==> src/include/uart_cfg.svh <==
`ifndef UART_CFG_SVH
`define UART_CFG_SVH

// ********************
// Bus and character sizes.
// ********************
`define UART_BUS_WIDTH   16
`define UART_BYTE_WIDTH  8
`define UART_ADDR_WIDTH  2

// Divider after reset, 12 MHz / 115200 baud.
`define UART_DEFAULT_DIV 104

// ********************
// Status register bit positions.
// ********************
`define UART_STAT_DAV    0
`define UART_STAT_TXA    1
`define UART_STAT_TXD    2
`define UART_STAT_TXI    3

`endif

==> src/hw/uartPkg.sv <==
`include "uart_cfg.svh"

package uartPkg;

	// ********************
	// Register map.
	// ********************
	typedef enum logic [`UART_ADDR_WIDTH-1:0] {
		addrStatus = 2'd0,
		addrData   = 2'd1,
		addrRxDiv  = 2'd2,
		addrTxDiv  = 2'd3
	} uartRegAddr_e;

	// Receiver FSM.
	typedef enum logic [1:0] {
		rxIdle,
		rxStartBit,
		rxDataBits,
		rxStopBit
	} uartRxState_e;

	// Transmitter FSM.
	typedef enum logic [1:0] {
		txIdle,
		txStartBit,
		txDataBits,
		txStopBit
	} uartTxState_e;

endpackage

==> src/hw/uartRxIf.sv <==
`timescale 1ns/1ps
`include "uart_cfg.svh"

interface uartRxIf;

	// Received character and its one-cycle strobe.
	logic rxValid;
	logic [`UART_BYTE_WIDTH-1:0] rxByte;

	// Clocks per bit, from the register block.
	logic [`UART_BUS_WIDTH-1:0] rxDiv;

	modport ctrl (input rxValid, input rxByte, output rxDiv);

	modport phy (output rxValid, output rxByte, input rxDiv);

endinterface

==> src/hw/uartTxIf.sv <==
`timescale 1ns/1ps
`include "uart_cfg.svh"

interface uartTxIf;

	// Request level and payload, from the register block.
	logic txStart;
	logic [`UART_BYTE_WIDTH-1:0] txByte;
	logic [`UART_BUS_WIDTH-1:0] txDiv;

	// Frame status, from the transmitter.
	logic txActive;
	logic txDone;

	// Register block side.
	modport ctrl (output txStart, output txByte, output txDiv,
		input txActive, input txDone);

	// Serial side.
	modport phy (input txStart, input txByte, input txDiv,
		output txActive, output txDone);

endinterface

==> src/hw/uartPeripheral.sv <==
`timescale 1ns/1ps
`include "uart_cfg.svh"

module uartPeripheral
	import uartPkg::*;
(
	input  logic CLK,
	input  logic RESET,
	input  logic i_rd,
	input  logic i_wr,
	input  logic [`UART_ADDR_WIDTH-1:0] i_addr,
	input  logic [`UART_BUS_WIDTH-1:0] i_din,
	output logic [`UART_BUS_WIDTH-1:0] o_dout,
	output logic o_interrupt,
	input  logic i_rxd,
	output logic o_txd
);

	// Internal links between registers and serial logic.
	uartTxIf txBus();
	uartRxIf rxBus();

	// Bus side, register map and flags.
	uartRegisterBlock regBlock (
		.CLK        (CLK),
		.RESET      (RESET),
		.i_rd       (i_rd),
		.i_wr       (i_wr),
		.i_addr     (uartRegAddr_e'(i_addr)),
		.i_din      (i_din),
		.o_dout     (o_dout),
		.o_interrupt(o_interrupt),
		.txBus      (txBus.ctrl),
		.rxBus      (rxBus.ctrl)
	);

	// Serial in.
	uartReceiver receiver (
		.CLK  (CLK),
		.RESET(RESET),
		.i_rxd(i_rxd),
		.rxBus(rxBus.phy)
	);

	// Serial out.
	uartTransmitter transmitter (
		.CLK  (CLK),
		.RESET(RESET),
		.o_txd(o_txd),
		.txBus(txBus.phy)
	);

endmodule

==> src/hw/uartReceiver.sv <==
`timescale 1ns/1ps
`include "uart_cfg.svh"

module uartReceiver
	import uartPkg::*;
(
	input  logic CLK,
	input  logic RESET,
	input  logic i_rxd,
	uartRxIf.phy rxBus
);

	logic rxMeta;
	logic rxSync;
	uartRxState_e state;
	logic [`UART_BUS_WIDTH-1:0] clkCnt;
	logic [$clog2(`UART_BYTE_WIDTH)-1:0] bitIdx;
	logic [`UART_BYTE_WIDTH-1:0] shiftReg;
	logic [`UART_BYTE_WIDTH-1:0] rxByteReg;
	logic rxValidReg;
	logic bitTick;
	logic halfTick;

	// Full bit time and half bit time reached.
	assign bitTick  = (clkCnt == rxBus.rxDiv - 1'b1);
	assign halfTick = (clkCnt == (rxBus.rxDiv >> 1));

	assign rxBus.rxValid = rxValidReg;
	assign rxBus.rxByte  = rxByteReg;

	// ********************
	// Two-flop synchronizer, line idles high.
	// ********************
	always_ff @(posedge CLK or posedge RESET) begin
		if (RESET) begin
			rxMeta <= 1'b1;
			rxSync <= 1'b1;
		end else begin
			rxMeta <= i_rxd;
			rxSync <= rxMeta;
		end
	end

	// ********************
	// Frame FSM.
	// ********************
	always_ff @(posedge CLK or posedge RESET) begin
		if (RESET) begin
			state      <= rxIdle;
			clkCnt     <= '0;
			bitIdx     <= '0;
			rxByteReg  <= '0;
			rxValidReg <= 1'b0;
		end else begin
			// Strobe lasts one cycle.
			rxValidReg <= 1'b0;
			clkCnt     <= clkCnt + 1'b1;
			case (state)
				rxIdle: begin
					clkCnt <= '0;
					// Falling edge marks a start bit.
					if (!rxSync) begin
						state <= rxStartBit;
					end
				end
				rxStartBit: begin
					// Mid start bit, glitch if line is high again.
					if (halfTick) begin
						clkCnt <= '0;
						bitIdx <= '0;
						state  <= rxSync ? rxIdle : rxDataBits;
					end
				end
				rxDataBits: begin
					if (bitTick) begin
						clkCnt <= '0;
						bitIdx <= bitIdx + 1'b1;
						if (bitIdx == `UART_BYTE_WIDTH - 1) begin
							state <= rxStopBit;
						end
					end
				end
				rxStopBit: begin
					// Middle of the stop bit, hand the byte over.
					if (bitTick) begin
						clkCnt     <= '0;
						rxByteReg  <= shiftReg;
						rxValidReg <= 1'b1;
						state      <= rxIdle;
					end
				end
				default: state <= rxIdle;
			endcase
		end
	end

	// Data bits arrive LSB first.
	always_ff @(posedge CLK) begin
		if (state == rxDataBits && bitTick) begin
			shiftReg <= {rxSync, shiftReg[`UART_BYTE_WIDTH-1:1]};
		end
	end

endmodule

==> src/hw/uartRegisterBlock.sv <==
`timescale 1ns/1ps
`include "uart_cfg.svh"

module uartRegisterBlock
	import uartPkg::*;
(
	input  logic CLK,
	input  logic RESET,
	input  logic i_rd,
	input  logic i_wr,
	input  uartRegAddr_e i_addr,
	input  logic [`UART_BUS_WIDTH-1:0] i_din,
	output logic [`UART_BUS_WIDTH-1:0] o_dout,
	output logic o_interrupt,
	uartTxIf.ctrl txBus,
	uartRxIf.ctrl rxBus
);

	logic [`UART_BUS_WIDTH-1:0] rxDivReg;
	logic [`UART_BUS_WIDTH-1:0] txDivReg;
	logic [`UART_BYTE_WIDTH-1:0] txByteReg;
	logic txStartReg;
	logic davFlag;
	logic txaFlag;
	logic txdFlag;
	logic txiFlag;
	logic [`UART_BUS_WIDTH-1:0] statusWord;
	logic [`UART_BUS_WIDTH-1:0] rxWord;

	assign txBus.txStart = txStartReg;
	assign txBus.txByte  = txByteReg;
	assign txBus.txDiv   = txDivReg;
	assign rxBus.rxDiv   = rxDivReg;

	// Received byte widened to the bus.
	assign rxWord = {{(`UART_BUS_WIDTH-`UART_BYTE_WIDTH){1'b0}}, rxBus.rxByte};

	// ********************
	// Status word.
	// ********************
	always_comb begin
		statusWord = '0;
		statusWord[`UART_STAT_DAV] = davFlag;
		statusWord[`UART_STAT_TXA] = txaFlag;
		statusWord[`UART_STAT_TXD] = txdFlag;
		statusWord[`UART_STAT_TXI] = txiFlag;
	end

	// Level interrupt for RX data or TX complete.
	assign o_interrupt = davFlag | txiFlag;

	// ********************
	// Flags, dividers and bus decode.
	// ********************
	always_ff @(posedge CLK or posedge RESET) begin
		if (RESET) begin
			rxDivReg   <= `UART_DEFAULT_DIV;
			txDivReg   <= `UART_DEFAULT_DIV;
			txStartReg <= 1'b0;
			davFlag    <= 1'b0;
			txaFlag    <= 1'b0;
			txdFlag    <= 1'b1;
			txiFlag    <= 1'b0;
			o_dout     <= '0;
		end else begin
			// Latch events from the serial side.
			txaFlag <= txBus.txActive;
			if (rxBus.rxValid) begin
				davFlag <= 1'b1;
			end
			if (txBus.txDone) begin
				txdFlag <= 1'b1;
				txiFlag <= 1'b1;
			end
			// Transmitter takes the request on this edge.
			if (txStartReg && !txBus.txActive) begin
				txStartReg <= 1'b0;
			end

			// Read data shows up one cycle later or reads zero.
			o_dout <= '0;
			if (i_rd) begin
				case (i_addr)
					addrStatus: o_dout <= statusWord;
					addrData: begin
						// Clear on read.
						o_dout  <= rxWord;
						davFlag <= 1'b0;
					end
					addrRxDiv: o_dout <= rxDivReg;
					addrTxDiv: o_dout <= txDivReg;
					default: o_dout <= '0;
				endcase
			end

			// Bus writes win over same-cycle events.
			if (i_wr) begin
				case (i_addr)
					// Any value clears TXI.
					addrStatus: txiFlag <= 1'b0;
					addrData: begin
						txStartReg <= 1'b1;
						txdFlag    <= 1'b0;
						txiFlag    <= 1'b0;
					end
					addrRxDiv: rxDivReg <= i_din;
					addrTxDiv: txDivReg <= i_din;
				endcase
			end
		end
	end

	// Outgoing byte held for the transmitter.
	always_ff @(posedge CLK) begin
		if (i_wr && i_addr == addrData) begin
			txByteReg <= i_din[`UART_BYTE_WIDTH-1:0];
		end
	end

endmodule

==> src/hw/uartTransmitter.sv <==
`timescale 1ns/1ps
`include "uart_cfg.svh"

module uartTransmitter
	import uartPkg::*;
(
	input  logic CLK,
	input  logic RESET,
	output logic o_txd,
	uartTxIf.phy txBus
);

	uartTxState_e state;
	logic [`UART_BUS_WIDTH-1:0] clkCnt;
	logic [$clog2(`UART_BYTE_WIDTH)-1:0] bitIdx;
	logic [$clog2(`UART_BYTE_WIDTH)-1:0] nextIdx;
	logic [`UART_BYTE_WIDTH-1:0] dataReg;
	logic txdReg;
	logic activeReg;
	logic doneReg;
	logic bitTick;
	logic accept;

	// End of the current bit.
	assign bitTick = (clkCnt == txBus.txDiv - 1'b1);
	assign nextIdx = bitIdx + 1'b1;
	// New frame only taken while idle.
	assign accept  = (state == txIdle) && txBus.txStart;

	assign o_txd          = txdReg;
	assign txBus.txActive = activeReg;
	assign txBus.txDone   = doneReg;

	// ********************
	// Frame FSM.
	// ********************
	always_ff @(posedge CLK or posedge RESET) begin
		if (RESET) begin
			state     <= txIdle;
			clkCnt    <= '0;
			bitIdx    <= '0;
			txdReg    <= 1'b1;
			activeReg <= 1'b0;
			doneReg   <= 1'b0;
		end else begin
			doneReg <= 1'b0;
			clkCnt  <= clkCnt + 1'b1;
			case (state)
				txIdle: begin
					clkCnt <= '0;
					// Drop to the start bit.
					if (accept) begin
						txdReg    <= 1'b0;
						activeReg <= 1'b1;
						state     <= txStartBit;
					end
				end
				txStartBit: begin
					if (bitTick) begin
						clkCnt <= '0;
						bitIdx <= '0;
						txdReg <= dataReg[0];
						state  <= txDataBits;
					end
				end
				txDataBits: begin
					if (bitTick) begin
						clkCnt <= '0;
						if (bitIdx == `UART_BYTE_WIDTH - 1) begin
							// Last data bit done, stop bit is high.
							txdReg <= 1'b1;
							state  <= txStopBit;
						end else begin
							bitIdx <= nextIdx;
							txdReg <= dataReg[nextIdx];
						end
					end
				end
				txStopBit: begin
					// Frame over, one-cycle done strobe.
					if (bitTick) begin
						clkCnt    <= '0;
						activeReg <= 1'b0;
						doneReg   <= 1'b1;
						state     <= txIdle;
					end
				end
				default: state <= txIdle;
			endcase
		end
	end

	// Byte captured when the frame is accepted.
	always_ff @(posedge CLK) begin
		if (accept) begin
			dataReg <= txBus.txByte;
		end
	end

endmodule

==> config.mk <==
export PLATFORM = sky130hd
export DESIGN_NAME = uartPeripheral
export DESIGN_NICKNAME = d
export VERILOG_FILES = /design/src/hw/uartPkg.sv /design/src/hw/uartRxIf.sv /design/src/hw/uartTxIf.sv /design/src/hw/uartPeripheral.sv /design/src/hw/uartReceiver.sv /design/src/hw/uartRegisterBlock.sv /design/src/hw/uartTransmitter.sv
export VERILOG_INCLUDE_DIRS = /design/src /design/src/include
export SDC_FILE = /design/constraint.sdc
export NUM_CORES = 1
export LEC_CHECK = 0
export ABC_AREA = 1
export BUFFER_PORTS_ARGS = -buffer_cell sky130_fd_sc_hd__buf_2
export CELL_PAD_IN_SITES_DETAIL_PLACEMENT = 0
export CELL_PAD_IN_SITES_GLOBAL_PLACEMENT = 1
export CORE_UTILIZATION = 40
export CTS_CLUSTER_SIZE = 25
export DETAILED_ROUTE_END_ITERATION = 7
export HOLD_SLACK_MARGIN = 0.03
export PLACE_DENSITY_LB_ADDON = 0.2
export RECOVER_POWER = 100
export SETUP_SLACK_MARGIN = 0.05
export SYNTH_ARGS = -nofsm -noshare
export SYNTH_HDL_FRONTEND = slang
export SYNTH_SLANG_ARGS = --single-unit
==> constraint.sdc <==
create_clock -name CLK -period 11.4 [get_ports CLK]
set_input_delay 2.28 -clock CLK [delete_from_list [all_inputs] [get_ports CLK]]
set_output_delay 2.28 -clock CLK [all_outputs]
set_load 0.1 [all_outputs]
# Word level (Yosys, flattened, before mapping)
# Cells that the tools add are included.
# Widths: inputs -> output; s select.
dict set report totals {
  inputBits 23
  output_inout_bits 18
  reg_bits 133
  word_cells 134
}
dict set report classes {
  n_lt_le_gt_ge 1
  muxes 53
  n_eq_ne 25
  add_sub_neg 6
  bitwise 1
  reduce_logical 24
}
# operator n
set ops {}
lappend ops {{$mux 16} 4}
lappend ops {{$pmux 16 s4} 1}
lappend ops {{$pmux 16 s3} 1}
lappend ops {{$add 16x1->16 const B} 2}
lappend ops {{$eq 16x16->1} 2}
lappend ops {{$pmux 16 s2} 1}
lappend ops {{$sub 16x1->16 const B} 2}
lappend ops {{$mux 1} 23}
lappend ops {{$mux 2} 11}
lappend ops {{$ne 2x1->1 const B} 9}
lappend ops {{$eq 16x15->1} 1}
lappend ops {{$pmux 2 s4} 2}
lappend ops {{$mux 3} 5}
lappend ops {{$eq 2x2->1 const B} 6}
lappend ops {{$pmux 3 s2} 2}
lappend ops {{$reduce_and 5->1} 2}
lappend ops {{$reduce_and 4->1} 2}
lappend ops {{$add 3x1->3 const B} 2}
lappend ops {{$eq 2x1->1 const B} 3}
lappend ops {{$eq 3x3->1 const B} 2}
lappend ops {{$logic_not 2->1} 3}
lappend ops {{$reduce_and 2->1} 3}
lappend ops {{$reduce_and 3->1} 2}
lappend ops {{$reduce_bool 2->1} 3}
lappend ops {{11 further kinds} 16}

# Depth between registers and ports, before layout
dict set report logic_depth {
  word_depth 6
  mapped_depth 17
  mapped_depth_nobuf 17
}

# By module
# Synthesis repeated with hierarchy kept, for this count alone.
dict set report unflattened {
  hier_cells 960
  hier_area_um2 7656.1
}
# module seq_area_each_um2 cells_per_inst n_inst area_each_um2
set by_module_without_submodules {}
lappend by_module_without_submodules {uartReceiver 1043.5 373 1 2687.6}
lappend by_module_without_submodules {uartRegisterBlock 1575.3 255 1 2552.4}
lappend by_module_without_submodules {uartTransmitter 842.1 332 1 2416.1}

# Worst setup path after synthesis
# Ideal clock, no wire load.
dict set report synth_timing {
  kind {input to register}
  start {input port i_addr[1]}
  end {register regBlock.txByteReg[0] (netlist: regBlock.txBus.txByte[0]) (enable)}
  stages 3
  path_slack_ps 8206
  setup_ps 370
  arrival_ps 2824
  cell_sequence {inv_1 > nand2_1 > nor2_1}
}
dict set report synth_between {
  elab_chain_len 2
}
# element line
set synth_lines {}
lappend synth_lines {{start, declared} uartPeripheral.sv:11} ;# input logic [`UART_ADDR_WIDTH-1:0] i_addr,
lappend synth_lines {{$eq 2x1->1} uartRegisterBlock.sv:115} ;# if (i_wr && i_addr == addrData) begin
lappend synth_lines {{$logic_and 1x1->1} uartRegisterBlock.sv:115}
lappend synth_lines {{end signal, assigned} uartRegisterBlock.sv:116} ;# txByteReg <= i_din[`UART_BYTE_WIDTH-1:0];
lappend synth_lines {{end, declared} uartRegisterBlock.sv:21} ;# logic [`UART_BYTE_WIDTH-1:0] txByteReg;
# Every way passes these cells.
# A chain may end at the register's enable or synchronous reset.

==> flow_summary_export.csv <==
group,metric,value,unit
outcome,status,"finished with violations",
outcome,violations,"DRC, capacitance limit, slew limit",
timing,fin_crit_sh,57.2,%
synthesis,synth_seq_cells,133,
worst_setup_path,critPathRequiredTime,11.03,ns
route,drt_iter0_markers,290,
route,drt_first_pass_iters,7,
power_and_ir_drop,ir_worst_vdd,0.101,mV
worst_setup_path,reg2reg_from,"regBlock.rxBus.rxDiv[0]$_DFFE_PP0P_",
cts,cts_buffers,17,
cts,ctsHoldBuffers,0,
timing,hold_violations,0,
hold_path,hold_class,"register to register",
timing,fin_crit,6.52,ns
layout,design_area,8360,µm²
synthesis,synthesis.nets,961,
cts,cts.sinks,133,
place,place_area,7820,µm²
synthesis,syn-cell-area,7420,µm²
synthesis,synth_edf_count,24,
synthesis,avgSynthCellArea,8.02,µm²
global_routing,grt_pass1_vias,5801,
layout,nFillCells,1833,
route,postRouteAntennaNets,0,
route,route.met2.wl,8790,µm
route,via_per_inst,4.86,
route,vias,5876,
timing,rsz0062_at_grt,"false",
timing,tightest_slew,3.86,ns
place,gp_congestion,0.861,
flow_run,cap_violations,2,
worst_setup_path,cp_slowest_stage_delay,2.79,ns
layout,syn_to_final_growth,12.7,%
cts,h-tree-depth,4,
die,die_h,138,µm
layout,num_antenna_cells,0,
synthesis,synth_ff_type,"dfrtp_1",
timing,slew-limit-headroom,-157,%
worst_setup_path,worstSetupPathType,"primary input to async pin",
worst_setup_path,crit_buf_inv,3,
worst_setup_path,crit_arrival,6.15,ns
layout,final_util,46.2,%
cts,clk_path_buf_depth,2,
synthesis,ys_warn_count,0,
worst_setup_path,cp-end-kind,"async pin",
worst_setup_path,crit_slowest_cell,"clkbuf_1",
place,dp_hpwl,13700,µm
timing,clock.fmax,153,MHz
route,drt-met1-wl,8430,µm
worst_setup_path,path_cells,"buf_2 -> clkinvlp_2 -> clkbuf_1",
power_and_ir_drop,powerDensity,196,nW/µm²
global_routing,grt_max_degree,74,
synthesis,synthArstFlopShare,82.0,%
layout,fin_nets,1003,
cts,cts_tree,"done",
global_routing,grt_pass1_wl,30200,µm
timing,drv_slew,112,
global_routing,antenna_found_initial,0,
worst_setup_path,crit_path_start_kind,"primary input",
global_routing,track_usage,20.4,%
synthesis,synth.distinct_cells,50,
timing,tns,0,ns
hold_path,hp-start,"receiver.rxMeta$_DFF_PP1_",
die,io_pins,41,
die,die_w,138,µm
cts,cts-root-buf,"clkbuf_16",
layout,drive_gt1_share,10.2,%
cts,ctsResizeCount,0,
worst_setup_path,crit_start,"RESET",
power_and_ir_drop,power,1.64,mW
route,wl_per_cell,14.8,µm
die,rows,49,
global_routing,grt_overflow,0,
synthesis,synthCells,925,
cts,clk_pin_slew_worst_paths,0.06,ns
die,core_area,18100,µm²
place,portBuffers,40,
route,route.met3.wl,366,µm
route,drc_errors,6,
cts,clk_latency,0.42,ns
cts,cts_setup_buffers,0,
power_and_ir_drop,p_leak,3.98,nW
worst_setup_path,worstPathMaxFanout,73,
synthesis,synth_seq_area_share,46.7,%
die,initial_core_util,41.0,%
route,drt_wl_total,18000,µm
place,pre_cts_slack,6.97,ns
worst_setup_path,crit_family,"buffers and inverters",
timing,finalClockSkew,0.0121,ns
die,die_area,19100,µm²
route,top_layer,"met4",
timing,fin_ws,4.88,ns
timing,finalSetupViolCount,0,
[final cells by class]
| cell class | instances | area [µm²] | area share (%) |
|---|---|---|---|
| sequential | 133 | 3460 | 41.4 |
| multi-input combinational | 664 | 3390 | 40.6 |
| clock buffer | 19 | 443 | 5.30 |
| inverter | 110 | 414 | 4.95 |
| tap | 229 | 287 | 3.43 |
| clock inverter | 13 | 195 | 2.33 |
| timing repair buffer | 41 | 171 | 2.05 |
[layer usage]
metal	up-vias	track usage (%)
met1	2739	26.5
met4	0	7.69
met5	-	0
li1	3050	-
met3	26	3.43
met2	61	34.4
[worst paths after layout]
check | end | slack [ns] | cells past startpoint
worst max-delay path | transmitter.clkCnt[3]$_DFF_PP0_ | 4.88 | 3
max in group CLK | o_txd | 7.32 | 1
worst min-delay path | receiver.rxSync$_DFF_PP1_ | 0.36 | 0
min in group asynchronous | receiver.clkCnt[14]$_DFF_PP0_ | 2.24 | 2
worst min register to register | receiver.rxSync$_DFF_PP1_ | 0.36 | 0
worst max register to register | receiver.shiftReg[6]$_DFFE_PP_ | 8.28 | 11
[state kept, by name (all words and copies together), names as in the netlist, 8 cells and up, named ones only]
name,cells
regBlock.o_dout,16
regBlock.rxBus.rxDiv,16
receiver.shiftReg,8
transmitter.clkCnt,16
transmitter.dataReg,8
receiver.clkCnt,16
receiver.rxBus.rxByte,8
regBlock.txBus.txByte,8
regBlock.txBus.txDiv,16
[power by group]
group	switching, mW	total (mW)	internal [mW]
registers	0.0751	0.619	0.544
logic	0.282	0.418	0.136
clock network	0.222	0.598	0.376
total	0.579	1.64	1.06
[through the flow]
step,cells,hold WS (ns)
floorplan,925,0.345
global placement,1177,0.348
detailed placement,1177,0.350
CTS,1209,0.359
global route,1209,0.368
finish,1209,0.362
[cell usage after synthesis (2+ instances only)]
master    number  area (µm²)
nand4_1       15        93.8
nor3_2         5        50.1
inv_2          2        7.51
ha_1          13         163
buf_6          2        22.5
a41oi_1        2        17.5
o21ai_0       47         235
dfrtp_1       99        2480
nand2_2        6        37.5
nor2_2        19         119
buf_2          4        20.0
clkbuf_1      10        37.5
nor2_1        93         349
o221ai_1       3        26.3
nor3_1        10        50.1
a221oi_1       2        17.5
a21oi_1       20         100
inv_1        108         405
buf_4          2        15.0
nor4_2         2        25.0
edfxtp_1      24         721
nor4_1         4        25.0
or2_2          7        43.8
nand2_4        2        22.5
nor3b_1        6        45.0
nand3b_1       7        52.6
o22ai_1        2        12.5
o21bai_1       2        15.0
nor2_4         7        78.8
o31ai_1        2        15.0
a31oi_1        2        12.5
nand2_1      271        1020
dfstp_2       10         263
xor2_1        33         289
nand3_1       51         255
xnor2_1       17         149
[logic make-up after synthesis]
logic type / after synthesis / share of synthesized area, %
simple gates: 513 / 31.7
flops: 133 / 46.7
buf+inv: 128 / 6.85
compound gates: 88 / 6.70
xor+xnor: 50 / 5.90
fa+ha+maj: 13 / 2.19
[layout by cell type, fill, tap and decap left out, types with 6 or more instances in the layout]
cell and n:
nand2_1 273, xnor2_1 17, nand4_1 15, nand3_1 53, nor3_1 13, clkbuf_1 28
or2_2 7, inv_1 107, o21ai_0 47, clkbuf_16 17, buf_2 14, edfxtp_1 24
nand3b_1 7, xor2_1 33, nor2_2 18, nor3b_1 6, a21oi_1 20, nor2_1 96
dfstp_2 9, ha_1 13, dfrtp_1 99
Note: power is estimated with default switching activity, not from simulation.
